`src/exe_pkg.sv`:
```
package exe_pkg;

    localparam int WORD_W       = 32;
    localparam int IID_W        = 4;
    localparam int MULDIV_WIDTH = 33;                         // one guard bit over the word
    localparam int MULDIV_STEPS = 33;                         // one iteration per operand bit
    localparam int MULDIV_CNT_W = $clog2(MULDIV_STEPS + 1);

    typedef logic [WORD_W-1:0] word_t;
    typedef logic [WORD_W-1:0] addr_t;
    typedef logic [WORD_W-1:0] inst_t;
    typedef logic [IID_W-1:0]  iid_t;

    typedef enum logic [3:0] {
        ALU_ADD,
        ALU_SUB,
        ALU_SLL,
        ALU_SRL,
        ALU_SRA,
        ALU_AND,
        ALU_OR,
        ALU_XOR,
        ALU_SLT,
        ALU_SLTU,
        ALU_COPY1,
        ALU_MUL,
        ALU_MULH,
        ALU_MULHSU,
        ALU_DIV,
        ALU_REM
    } alu_sel_e;

    typedef enum logic [2:0] {
        BR_NONE,
        BR_EQ,
        BR_NE,
        BR_LT,
        BR_GE,
        BR_LTU,
        BR_GEU
    } br_sel_e;

    typedef struct packed {
        alu_sel_e alu_sel;
        br_sel_e  br_sel;
        logic     sign_sel;                                   // signed mul/div/slt
        logic     jmp_pc_flg;                                 // jal
        logic     jmp_reg_flg;                                // jalr
    } ctrl_t;

    typedef struct packed {
        addr_t pc;
        inst_t inst;
        iid_t  inst_id;
        ctrl_t ctrl;
        word_t imm_b;
        word_t imm_j;
        word_t op1;
        word_t op2;
        word_t rs2;
    } exe_req_t;

    typedef struct packed {
        addr_t pc;
        inst_t inst;
        iid_t  inst_id;
        ctrl_t ctrl;
        word_t alu_out;
        word_t rs2;
    } exe_mem_t;

    // ops that go through the iterative units
    function automatic logic is_muldiv(alu_sel_e sel);
        return sel inside {ALU_MUL, ALU_MULH, ALU_MULHSU, ALU_DIV, ALU_REM};
    endfunction

endpackage
```
`src/exe_stage.sv`:
```
`timescale 1ns/10ps

module exe_stage import exe_pkg::*; (
    input  logic     clk,
    input  logic     i_arst_n,

    input  logic     i_valid,
    input  exe_req_t i_req,

    output logic     o_mem_valid,
    output exe_mem_t o_mem,

    output logic     o_branch_taken,
    output addr_t    o_branch_target,

    output logic     o_calc_stall
);

    ctrl_t ctrl;
    word_t alu_result;
    word_t md_result;
    logic  alu_branch_take;
    logic  md_stall;

    assign ctrl = i_req.ctrl;

    exe_alu u_alu (
        .i_alu_sel     (ctrl.alu_sel),
        .i_br_sel      (ctrl.br_sel),
        .i_sign_sel    (ctrl.sign_sel),
        .i_op1         (i_req.op1),
        .i_op2         (i_req.op2),
        .o_result      (alu_result),
        .o_branch_take (alu_branch_take)
    );

    exe_muldiv_seq u_seq (
        .clk        (clk),
        .i_arst_n   (i_arst_n),
        .i_valid    (i_valid),
        .i_inst_id  (i_req.inst_id),
        .i_alu_sel  (ctrl.alu_sel),
        .i_sign_sel (ctrl.sign_sel),
        .i_op1      (i_req.op1),
        .i_op2      (i_req.op2),
        .o_stall    (md_stall),
        .o_result   (md_result)
    );

    assign o_calc_stall = md_stall;
    assign o_mem_valid  = i_valid && !md_stall;

    always_comb begin
        o_mem.pc      = i_req.pc;
        o_mem.inst    = i_req.inst;
        o_mem.inst_id = i_req.inst_id;
        o_mem.ctrl    = ctrl;
        o_mem.alu_out = is_muldiv(ctrl.alu_sel) ? md_result : alu_result;
        o_mem.rs2     = i_req.rs2;
    end

    assign o_branch_taken = i_valid &&
                            (ctrl.jmp_pc_flg || ctrl.jmp_reg_flg || alu_branch_take);

    always_comb begin
        if (ctrl.jmp_pc_flg) begin
            o_branch_target = i_req.pc + i_req.imm_j;         // jal
        end else if (ctrl.jmp_reg_flg) begin
            o_branch_target = i_req.op1 + i_req.op2;          // jalr, op2 carries imm
        end else begin
            o_branch_target = i_req.pc + i_req.imm_b;
        end
    end

endmodule

```
`src/exe_muldiv_seq.sv`:
```
`timescale 1ns/10ps

module exe_muldiv_seq import exe_pkg::*; (
    input  logic     clk,
    input  logic     i_arst_n,
    input  logic     i_valid,
    input  iid_t     i_inst_id,
    input  alu_sel_e i_alu_sel,
    input  logic     i_sign_sel,
    input  word_t    i_op1,
    input  word_t    i_op2,
    output logic     o_stall,
    output word_t    o_result
);

    typedef enum logic [1:0] {ST_IDLE, ST_BUSY, ST_DONE} state_e;

    state_e                        state_q;
    state_e                        state_d;
    logic [MULDIV_CNT_W-1:0]       step_cnt_q;
    iid_t                          saved_id_q;
    logic                          saved_vld_q;
    alu_sel_e                      op_q;                      // op being computed
    logic                          is_mul;
    logic                          is_div;
    logic                          op_is_mul;
    logic                          same_tag;
    logic                          start;
    logic                          stepping;
    logic                          last_step;
    logic [MULDIV_WIDTH-1:0]       op1_ext;
    logic [MULDIV_WIDTH-1:0]       op2_ext;
    logic [MULDIV_WIDTH-1:0]       mplier_ext;
    logic [2*MULDIV_WIDTH-1:0]     product;
    logic [MULDIV_WIDTH-1:0]       quotient;
    logic [MULDIV_WIDTH-1:0]       remainder;

    assign is_mul    = i_alu_sel inside {ALU_MUL, ALU_MULH, ALU_MULHSU};
    assign is_div    = i_alu_sel inside {ALU_DIV, ALU_REM};
    assign op_is_mul = op_q inside {ALU_MUL, ALU_MULH, ALU_MULHSU};
    assign same_tag  = saved_vld_q && (saved_id_q == i_inst_id);
    assign start     = i_valid && (is_mul || is_div) &&
                       ((state_q == ST_IDLE) || ((state_q == ST_DONE) && !same_tag));
    assign stepping  = (state_q == ST_BUSY) && i_valid;       // valid drop abandons the op
    assign last_step = stepping && (step_cnt_q == MULDIV_CNT_W'(MULDIV_STEPS - 1));
    assign o_stall   = i_valid && (is_mul || is_div) && ((state_q == ST_BUSY) || start);

    assign op1_ext    = i_sign_sel ? {i_op1[31], i_op1} : {1'b0, i_op1};
    assign op2_ext    = i_sign_sel ? {i_op2[31], i_op2} : {1'b0, i_op2};
    assign mplier_ext = (i_alu_sel == ALU_MULHSU) ? {1'b0, i_op2} : op2_ext;

    exe_mul_unit u_mul (
        .clk            (clk),
        .i_arst_n       (i_arst_n),
        .i_load         (start && is_mul),
        .i_step         (stepping && op_is_mul),
        .i_multiplicand (op1_ext),
        .i_multiplier   (mplier_ext),
        .o_product      (product)
    );

    exe_div_unit u_div (
        .clk         (clk),
        .i_arst_n    (i_arst_n),
        .i_load      (start && is_div),
        .i_step      (stepping && !op_is_mul),
        .i_signed    (i_sign_sel),
        .i_dividend  (op1_ext),
        .i_divisor   (op2_ext),
        .o_quotient  (quotient),
        .o_remainder (remainder)
    );

    always_comb begin
        state_d = state_q;
        case (state_q)
            ST_IDLE: if (start) state_d = ST_BUSY;
            ST_BUSY: begin
                if (!i_valid) begin
                    state_d = ST_IDLE;
                end else if (last_step) begin
                    state_d = ST_DONE;
                end
            end
            ST_DONE: begin
                if (start) begin
                    state_d = ST_BUSY;                        // next op starts at once
                end else if (!i_valid || !(is_mul || is_div)) begin
                    state_d = ST_IDLE;
                end
            end
            default: state_d = ST_IDLE;
        endcase
    end

    always_ff @(posedge clk or negedge i_arst_n) begin
        if (!i_arst_n) begin
            state_q     <= ST_IDLE;
            step_cnt_q  <= '0;
            saved_id_q  <= '0;
            saved_vld_q <= 1'b0;
            op_q        <= ALU_ADD;
        end else begin
            state_q <= state_d;
            if (start) begin
                step_cnt_q <= '0;
                op_q       <= i_alu_sel;
            end else if (stepping) begin
                step_cnt_q <= step_cnt_q + 1'b1;
            end
            if (last_step) begin
                saved_id_q  <= i_inst_id;
                saved_vld_q <= 1'b1;
            end else if (start || (state_d == ST_IDLE)) begin
                saved_vld_q <= 1'b0;
            end
        end
    end

    // units sit idle in DONE, so their outputs hold the result
    always_comb begin
        o_result = '0;
        if (state_q == ST_DONE) begin
            case (op_q)
                ALU_MUL:              o_result = product[31:0];
                ALU_MULH, ALU_MULHSU: o_result = product[63:32];
                ALU_DIV:              o_result = quotient[31:0];
                ALU_REM:              o_result = remainder[31:0];
                default:              o_result = '0;
            endcase
        end
    end

    a_done_result_held: assert property (@(posedge clk) disable iff (!i_arst_n)
        (state_q == ST_DONE) && (state_d == ST_DONE) |=> $stable(o_result));

    a_cnt_range: assert property (@(posedge clk) disable iff (!i_arst_n)
        (state_q != ST_BUSY) |-> (step_cnt_q <= MULDIV_CNT_W'(MULDIV_STEPS)));

endmodule

```
`src/exe_div_unit.sv`:
```
`timescale 1ns/10ps

module exe_div_unit import exe_pkg::*; (
    input  logic                    clk,
    input  logic                    i_arst_n,
    input  logic                    i_load,
    input  logic                    i_step,
    input  logic                    i_signed,
    input  logic [MULDIV_WIDTH-1:0] i_dividend,
    input  logic [MULDIV_WIDTH-1:0] i_divisor,
    output logic [MULDIV_WIDTH-1:0] o_quotient,
    output logic [MULDIV_WIDTH-1:0] o_remainder
);

    localparam int W = MULDIV_WIDTH;

    logic [W-1:0] dvd_mag;
    logic [W-1:0] dvs_mag;
    logic [W-1:0] dvs_q;
    logic [W-1:0] quo_q;                                      // dividend bits out, quotient bits in
    logic [W-1:0] rem_q;
    logic         q_neg_q;
    logic         r_neg_q;
    logic         dz_q;                                       // divide by zero
    logic [W:0]   shifted;
    logic [W:0]   diff;
    logic         ge;

    assign dvd_mag = (i_signed && i_dividend[W-1]) ? -i_dividend : i_dividend;
    assign dvs_mag = (i_signed && i_divisor[W-1])  ? -i_divisor  : i_divisor;

    assign shifted = {rem_q, quo_q[W-1]};
    assign diff    = shifted - {1'b0, dvs_q};
    assign ge      = (shifted >= {1'b0, dvs_q});

    always_ff @(posedge clk or negedge i_arst_n) begin
        if (!i_arst_n) begin
            q_neg_q <= 1'b0;
            r_neg_q <= 1'b0;
            dz_q    <= 1'b0;
        end else if (i_load) begin
            q_neg_q <= i_signed && (i_dividend[W-1] ^ i_divisor[W-1]);
            r_neg_q <= i_signed && i_dividend[W-1];           // remainder follows dividend
            dz_q    <= (i_divisor == '0);
        end
    end

    always_ff @(posedge clk) begin
        if (i_load) begin
            dvs_q <= dvs_mag;
            quo_q <= dvd_mag;
            rem_q <= '0;
        end else if (i_step) begin
            rem_q <= ge ? diff[W-1:0] : shifted[W-1:0];       // restore on borrow
            quo_q <= {quo_q[W-2:0], ge};
        end
    end

    // riscv: x/0 = -1, x%0 = x
    assign o_quotient  = dz_q ? '1 : (q_neg_q ? -quo_q : quo_q);
    assign o_remainder = r_neg_q ? -rem_q : rem_q;

    a_load_step_excl: assert property (@(posedge clk) disable iff (!i_arst_n)
        !(i_load && i_step));

endmodule

```
`src/exe_mul_unit.sv`:
```
`timescale 1ns/10ps

module exe_mul_unit import exe_pkg::*; (
    input  logic                        clk,
    input  logic                        i_arst_n,
    input  logic                        i_load,
    input  logic                        i_step,
    input  logic [MULDIV_WIDTH-1:0]     i_multiplicand,
    input  logic [MULDIV_WIDTH-1:0]     i_multiplier,
    output logic [2*MULDIV_WIDTH-1:0]   o_product
);

    localparam int W = MULDIV_WIDTH;

    logic [W-1:0] mcand_q;
    logic [W:0]   acc_q;                                      // extra bit keeps partial sums exact
    logic [W-1:0] mplier_q;
    logic [W-1:0] mark_q;                                     // one-hot, marks the sign-bit step
    logic [W:0]   addend;
    logic [W:0]   sum;

    always_comb begin
        addend = '0;
        if (mplier_q[0]) begin
            // multiplier msb weighs -2^(W-1)
            addend = mark_q[W-1] ? -{mcand_q[W-1], mcand_q} : {mcand_q[W-1], mcand_q};
        end
        sum = acc_q + addend;
    end

    always_ff @(posedge clk or negedge i_arst_n) begin
        if (!i_arst_n) begin
            mark_q <= '0;
        end else if (i_load) begin
            mark_q <= W'(1);
        end else if (i_step) begin
            mark_q <= mark_q << 1;
        end
    end

    always_ff @(posedge clk) begin
        if (i_load) begin
            mcand_q  <= i_multiplicand;
            mplier_q <= i_multiplier;
            acc_q    <= '0;
        end else if (i_step) begin
            {acc_q, mplier_q} <= {sum[W], sum, mplier_q[W-1:1]};  // arithmetic shift
        end
    end

    assign o_product = {acc_q[W-1:0], mplier_q};

    a_load_step_excl: assert property (@(posedge clk) disable iff (!i_arst_n)
        !(i_load && i_step));

endmodule

```
`src/exe_alu.sv`:
```
`timescale 1ns/10ps

module exe_alu import exe_pkg::*; (
    input  alu_sel_e i_alu_sel,
    input  br_sel_e  i_br_sel,
    input  logic     i_sign_sel,
    input  word_t    i_op1,
    input  word_t    i_op2,
    output word_t    o_result,
    output logic     o_branch_take
);

    logic [4:0] shamt;
    logic       eq;
    logic       lt_s;
    logic       lt_u;

    assign shamt = i_op2[4:0];
    assign eq    = (i_op1 == i_op2);
    assign lt_s  = ($signed(i_op1) < $signed(i_op2));
    assign lt_u  = (i_op1 < i_op2);

    always_comb begin
        case (i_alu_sel)
            ALU_ADD:   o_result = i_op1 + i_op2;
            ALU_SUB:   o_result = i_op1 - i_op2;
            ALU_SLL:   o_result = i_op1 << shamt;
            ALU_SRL:   o_result = i_op1 >> shamt;
            ALU_SRA:   o_result = $signed(i_op1) >>> shamt;
            ALU_AND:   o_result = i_op1 & i_op2;
            ALU_OR:    o_result = i_op1 | i_op2;
            ALU_XOR:   o_result = i_op1 ^ i_op2;
            ALU_SLT:   o_result = {31'b0, (i_sign_sel ? lt_s : lt_u)};  // decode sets sign_sel
            ALU_SLTU:  o_result = {31'b0, lt_u};
            ALU_COPY1: o_result = i_op1;                                 // lui path
            default:   o_result = '0;                                    // mul/div in sequencer
        endcase
    end

    always_comb begin
        case (i_br_sel)
            BR_EQ:   o_branch_take = eq;
            BR_NE:   o_branch_take = !eq;
            BR_LT:   o_branch_take = lt_s;
            BR_GE:   o_branch_take = !lt_s;
            BR_LTU:  o_branch_take = lt_u;
            BR_GEU:  o_branch_take = !lt_u;
            default: o_branch_take = 1'b0;
        endcase
    end

endmodule

```
`config.mk`:
```
export PLATFORM = sky130hd
export DESIGN_NAME = exe_stage
export DESIGN_NICKNAME = d
export VERILOG_FILES = /design/src/exe_pkg.sv /design/src/exe_stage.sv /design/src/exe_muldiv_seq.sv /design/src/exe_div_unit.sv /design/src/exe_mul_unit.sv /design/src/exe_alu.sv
export SDC_FILE = /design/constraint.sdc
export NUM_CORES = 2
export LEC_CHECK = 0
export ABC_AREA = 1
export BUFFER_PORTS_ARGS = -buffer_cell sky130_fd_sc_hd__clkbuf_2
export CAP_MARGIN = 20
export CORE_MARGIN = 1
export CORE_UTILIZATION = 54
export DETAILED_ROUTE_END_ITERATION = 16
export GPL_TIMING_DRIVEN = 0
export PLACE_DENSITY = 0.75
export SYNTH_ARGS = -nofsm -noshare
export SYNTH_HDL_FRONTEND = slang
export SYNTH_SLANG_ARGS = --single-unit
```
`constraint.sdc`:
```
create_clock -name clk -period 9 [get_ports clk]
set_input_delay 0.45 -clock clk [delete_from_list [all_inputs] [get_ports clk]]
set_output_delay 0.45 -clock clk [all_outputs]
set_load 0.05 [all_outputs]
```
Word level (Yosys, flattened, before mapping)
Cells that the tools add are included.
{"block": "word_totals", "wordCells": 147, "output_inout_bits": 177, "ff_bits": 251, "input_bits": 241}
{"block": "classes", "addsub": 12, "magnitude_cmp": 3, "n_eq_ne": 31, "reduce_logical": 44, "muxes": 35, "bitwise_logic": 4, "shift": 3}
{"operator": "$mux W33", "n": 12}
{"operator": "$pmux W32 S11", "n": 1}
{"operator": "$mux W32", "n": 7}
{"operator": "$pmux W32 S4", "n": 1}
{"operator": "$add A32 B32 Y32", "n": 3}
{"operator": "$mux W34", "n": 2}
{"operator": "$neg A33 Y33", "n": 2}
{"operator": "$lt A32 B32 Y1", "n": 2}
{"operator": "$neg A32 Y32", "n": 2}
{"operator": "$eq A4 B4 Y1 const B", "n": 13}
{"operator": "$add A34 B34 Y34", "n": 1}
{"operator": "$ge A34 B33 Y1", "n": 1}
{"operator": "$neg A34 Y34", "n": 1}
{"operator": "$logic_not A33 Y1", "n": 1}
{"operator": "$sub A33 B33 Y33", "n": 1}
{"operator": "$and A32 B32 Y32", "n": 1}
{"operator": "$eq A32 B32 Y1", "n": 1}
{"operator": "$or A32 B32 Y32", "n": 1}
{"operator": "$shl A32 B5 Y32", "n": 1}
{"operator": "$shr A32 B5 Y32", "n": 1}
{"operator": "$sshr A32 B5 Y32", "n": 1}
{"operator": "$sub A32 B32 Y32", "n": 1}
{"operator": "$xor A32 B32 Y32", "n": 1}
{"operator": "$eq A4 B3 Y1 const B", "n": 4}
{"operator": "25 further kinds", "n": 70}

Logic depth before layout (Yosys ltp)
{"block": "logic_depth", "ltp_word": 12, "ltp_mapped": 26, "mapped_depth_nobuf": 26}

Hierarchy
Synthesis repeated with hierarchy kept, for this count alone.
{"block": "hier_totals", "cells_unflattened": 6767, "hier_area_um2": 39187.6}
{"module": "exe_div_unit", "area_per_inst_um2": 10376.2, "n_inst": 1, "cells_per_inst": 1683, "seq_area_each_um2": 2717.6}
{"module": "exe_alu", "area_per_inst_um2": 10308.6, "n_inst": 1, "cells_per_inst": 2113, "seq_area_each_um2": 0.0}
{"module": "exe_stage", "area_per_inst_um2": 8500.7, "n_inst": 1, "cells_per_inst": 1653, "seq_area_each_um2": 0.0}
{"module": "exe_mul_unit", "area_per_inst_um2": 7739.9, "n_inst": 1, "cells_per_inst": 992, "seq_area_each_um2": 3468.3}
{"module": "exe_muldiv_seq", "area_per_inst_um2": 2262.2, "n_inst": 1, "cells_per_inst": 326, "seq_area_each_um2": 425.4}

Worst setup path after synthesis
Ideal clock, no wire load.
{"block": "synth_path", "kind": "input -> output", "startpoint": "in i_req[33] in the netlist's numbering", "endpoint": "out o_branch_target[8]", "setup_slack_ps": 5218, "stages": 12, "t_arrival_ps": 3332, "path_buffers": 3, "required_ps": 8550, "cell_sequence": "inv_2 > buf_4 > buf_2 > buf_2 > fa_1 > nand3b_1 > nand2_1 > nand2_1 > nand2_1 > xor2_1 > nor2_1 > a211oi_1"}
{"block": "synth_between", "elab_chain_len": 3}
{"element": "start: declaration", "line_no": "exe_stage.sv:8", "rtl": "input exe_req_t i_req,"}
{"element": "$add A32 B32 Y32", "line_no": "exe_stage.sv:69", "rtl": "o_branch_target = i_req.op1 + i_req.op2;"}
{"element": "$mux W32", "line_no": "exe_stage.sv:68", "rtl": "end else if (ctrl.jmp_reg_flg) begin"}
{"element": "$mux W32", "line_no": "exe_stage.sv:66", "rtl": "if (ctrl.jmp_pc_flg) begin"}
{"element": "end: declaration", "line_no": "exe_stage.sv:14", "rtl": "output addr_t o_branch_target,"}
No other way between the ends.

==> qor.yml <==
run_status:
  status: "finished, final reports clean"
synth:
  syn_inst: 5851
  synth_area_leaders: "nand2_1, edfxtp_1, nand3_1, ha_1, inv_1"
  ys_seq_area_share_pct: 19.0
  synth_top_family_by_area: "simple AND/OR/NAND/NOR gates"
  synth_async_sr_flop_share_pct: 21.1
  synth_top_cell_area_share_pct: 17.9
  ys_seq_elements: 251
  synth_nets: 6332
  synth_top_area_cell: "nand2_1"
  syn-cell-area_mm2: 0.0348
  synth-compound-area-share_pct: 17.1
  yosysMostFrequentCell: "nand2_1"
  yosys.area_share.xor_xnor_pct: 3.32
  avgSynthCellArea_um2: 5.94
  yosys_warnings: 0
  synth_cell_types: 65
  synth_edf_count: 132
  synth-main-ff-cell: "edfxtp_1"
  yosys-mux-area-fraction_pct: 0.176
  synth-adder-area-share_pct: 8.77
  synth.top_cells.by_count: "nand2_1, inv_1, nand3_1, nor2_1, a21oi_1"
  yosys.area_share.simple_pct: 38.7
job:
  max-cap-violations: 0
worst_setup_path:
  path_class: "input pin to output port"
  reg2reg_to: "u_seq.u_mul.acc_q[32]"
  worstPathMaxFanout: 8
  cp-end-kind: "output port"
  r2r_start: "u_seq.u_mul.mcand_q[1]"
  rrSetupSlack_ns: 5.09
  arrival_ns: 5.52
  cp-start-kind: "input pin"
  worstRegToRegCells: 23
  cp.required_ns: 8.55
placed_design:
  place.gp.congestion: 1.19
  place_area_mm2: 0.0376
  dp_hpwl_um: 145000
  placed_cells_incl_taps: 7048
  dp_slack_ns: 3.76
  port_buffers: 351
sta:
  clock_skew_ns: 0.0249
  finalSetupViolCount: 0
  worstMarginPinSlew_ns: 1.30
  fin_crit_ns: 5.97
  min_period_over_period_pct: 66.4
  relSlewSlack_pct: 12.6
  rsz0062_at_grt: "no"
  slew_viol_final: 0
  final.setup.worst_slack_ns: 3.03
  finalHoldViolations: 0
  fmax_mhz: 167
  fin_tns_setup_ns: 0
drt:
  wl_per_cell_um: 24.9
  first_pass_iters: 12
  vias: 44800
  drt_iter0_drc: 7859
  wl_um: 177000
  drc_errors: 0
  final_antenna_net_count: 0
  viasPerCell: 6.31
pwr:
  p_per_area_mw_per_mm2: 127
  ir_drop_uv: 100
  cellLeakagePower_nw: 19.8
  finalPower_mw: 4.87
clock_network:
  post_cts_buffers: 0
  clkLatencyLatePin_ns: 0.57
  cts_htree_levels: 1
  path_clk_slew_ns: 0.08
  cts_tree: "yes"
  cts_sinks: 251
  ctsResizeCount: 0
  cts-hold-fix-buffers: 0
  cts_buffers: 23
  cts_buffer_depth: 3
  cts.root.buffer_cell: "clkbuf_16"
finish:
  final_nets: 6709
  fin_area_mm2: 0.0384
  area_growth_pct: 10.3
  drive_above_1_share_pct: 11.4
  finalNonFillerCells: 7093
die:
  initial_core_util_pct: 54.9
  dieArea_mm2: 0.0654
  die_width_um: 256
  fp.dieH_um: 256
  rows: 92
  ios: 418
  coreArea_mm2: 0.0633
global_route:
  gr-total-overflow: 0
  grt_pass1_wl_um: 254000
  grt_pass1_vias: 39900
  antenna_found_initial: 9
  grt_start_max_net_pins: 54
  grt_usage_pct: 51.4
worst_hold_path:
  min_path_type: "input pin to asynchronous set/reset pin"
[state kept, by name, indices dropped and copies added (netlist names)]
| register | cells |
|---|---|
| u_seq.u_div.dvs_q | 33 |
| u_seq.u_div.quo_q | 33 |
| u_seq.u_div.rem_q | 33 |
| u_seq.u_mul.acc_q | 33 |
| u_seq.u_mul.mark_q | 33 |
| u_seq.u_mul.mcand_q | 33 |
| u_seq.u_mul.mplier_q | 33 |
| u_seq.step_cnt_q | 6 |
| u_seq.op_q | 4 |
| u_seq.saved_id_q | 4 |
| u_seq.state_q | 2 |
| u_seq.saved_vld_q | 1 |
| u_seq.u_div.dz_q | 1 |
| u_seq.u_div.q_neg_q | 1 |
| u_seq.u_div.r_neg_q | 1 |
[stage by stage]
stage / util [%] / hold slack, ns
floorplan: - / 0.154
global placement: 59.4 / 0.461
detailed placement: 59.4 / 0.469
CTS: 60.5 / 0.0385
global route: 60.6 / 0.0708
finish: 60.6 / 0.0231
[worst max-delay path by stage]
stage / startpoint / end / slack [ns] / cells past startpoint
finish: i_req[89] / o_mem[57] / 3.03 / 13
global placement: i_req[36] / o_mem[39] / 3.82 / 15
CTS: i_req[36] / o_mem[39] / 3.71 / 15
floorplan: i_req[33] / o_branch_target[8] / 5.22 / 12
global route: i_req[89] / o_mem[57] / 3.22 / 13
detailed placement: i_req[36] / o_mem[39] / 3.76 / 15
[worst max-delay path, cell delays in order]
cell	delay (ns)
clkbuf_2	0.32
clkbuf_1	0.65
inv_1	0.42
ha_1	0.57
inv_1	0.43
o22ai_1	0.17
nor3_1	0.84
nand3_1	0.16
nor2_1	0.27
nand2_1	0.09
nor2_1	0.58
nand2_1	0.26
clkbuf_2	0.31
[per-layer routing]
layer  up-vias  global-route usage (%)  part of all wire (%)
met4        10                    29.4                   7.6
met3       721                    19.4                    16
met5         -                       0                 0.042
met2      3759                    73.2                    39
li1      20000                       -                     -
met1     20300                    66.1                    37
[placed cells by master, fill, tap and decap left out, types with 17 or more instances in the layout]
| cell | instances |
|---|---|
| dfrtp_1 | 53 |
| clkbuf_1 | 64 |
| o21ai_1 | 57 |
| xnor2_1 | 32 |
| a21oi_1 | 371 |
| nor4_1 | 24 |
| xor2_1 | 100 |
| nor3_1 | 93 |
| clkbuf_16 | 23 |
| o22ai_1 | 34 |
| nor2_1 | 581 |
| nand4_1 | 85 |
| a21boi_0 | 17 |
| edfxtp_1 | 132 |
| nand3_1 | 604 |
| a22oi_1 | 32 |
| dfxtp_1 | 66 |
| buf_1 | 20 |
| o211ai_1 | 47 |
| o21a_1 | 20 |
| o21bai_1 | 48 |
| o21ai_0 | 333 |
| nand2_1 | 1654 |
| buf_2 | 89 |
| nand3b_1 | 27 |
| inv_1 | 691 |
| ha_1 | 234 |
| inv_2 | 18 |
| clkbuf_2 | 351 |
| buf_4 | 118 |
[power breakdown]
group / switching (mW) / internal (mW)
registers: 0.0950 / 1.29
logic: 1.82 / 0.656
clock network: 0.483 / 0.535
total: 2.39 / 2.48
[logic make-up after synthesis]
group | Yosys count
XOR/XNOR | 132
AO/OA/AOI/OAI | 1044
flip-flops | 251
AND/OR/NAND/NOR | 3161
adder cells (fa/ha/maj) | 240
multiplexers | 6
buffers and inverters | 1017
[final cells by class]
class | count | area (um^2)
fillers | 6262 | 25000
multi-input cells | 4583 | 23700
flip-flops and latches | 251 | 6610
inverters | 715 | 2690
plain buffers | 302 | 1800
repair buffers | 352 | 1790
well taps | 846 | 1060
clock buffers | 28 | 594
clock inverters | 14 | 143
diodes | 2 | 5.00
No activity file was read; power rests on OpenSTA's default activity.
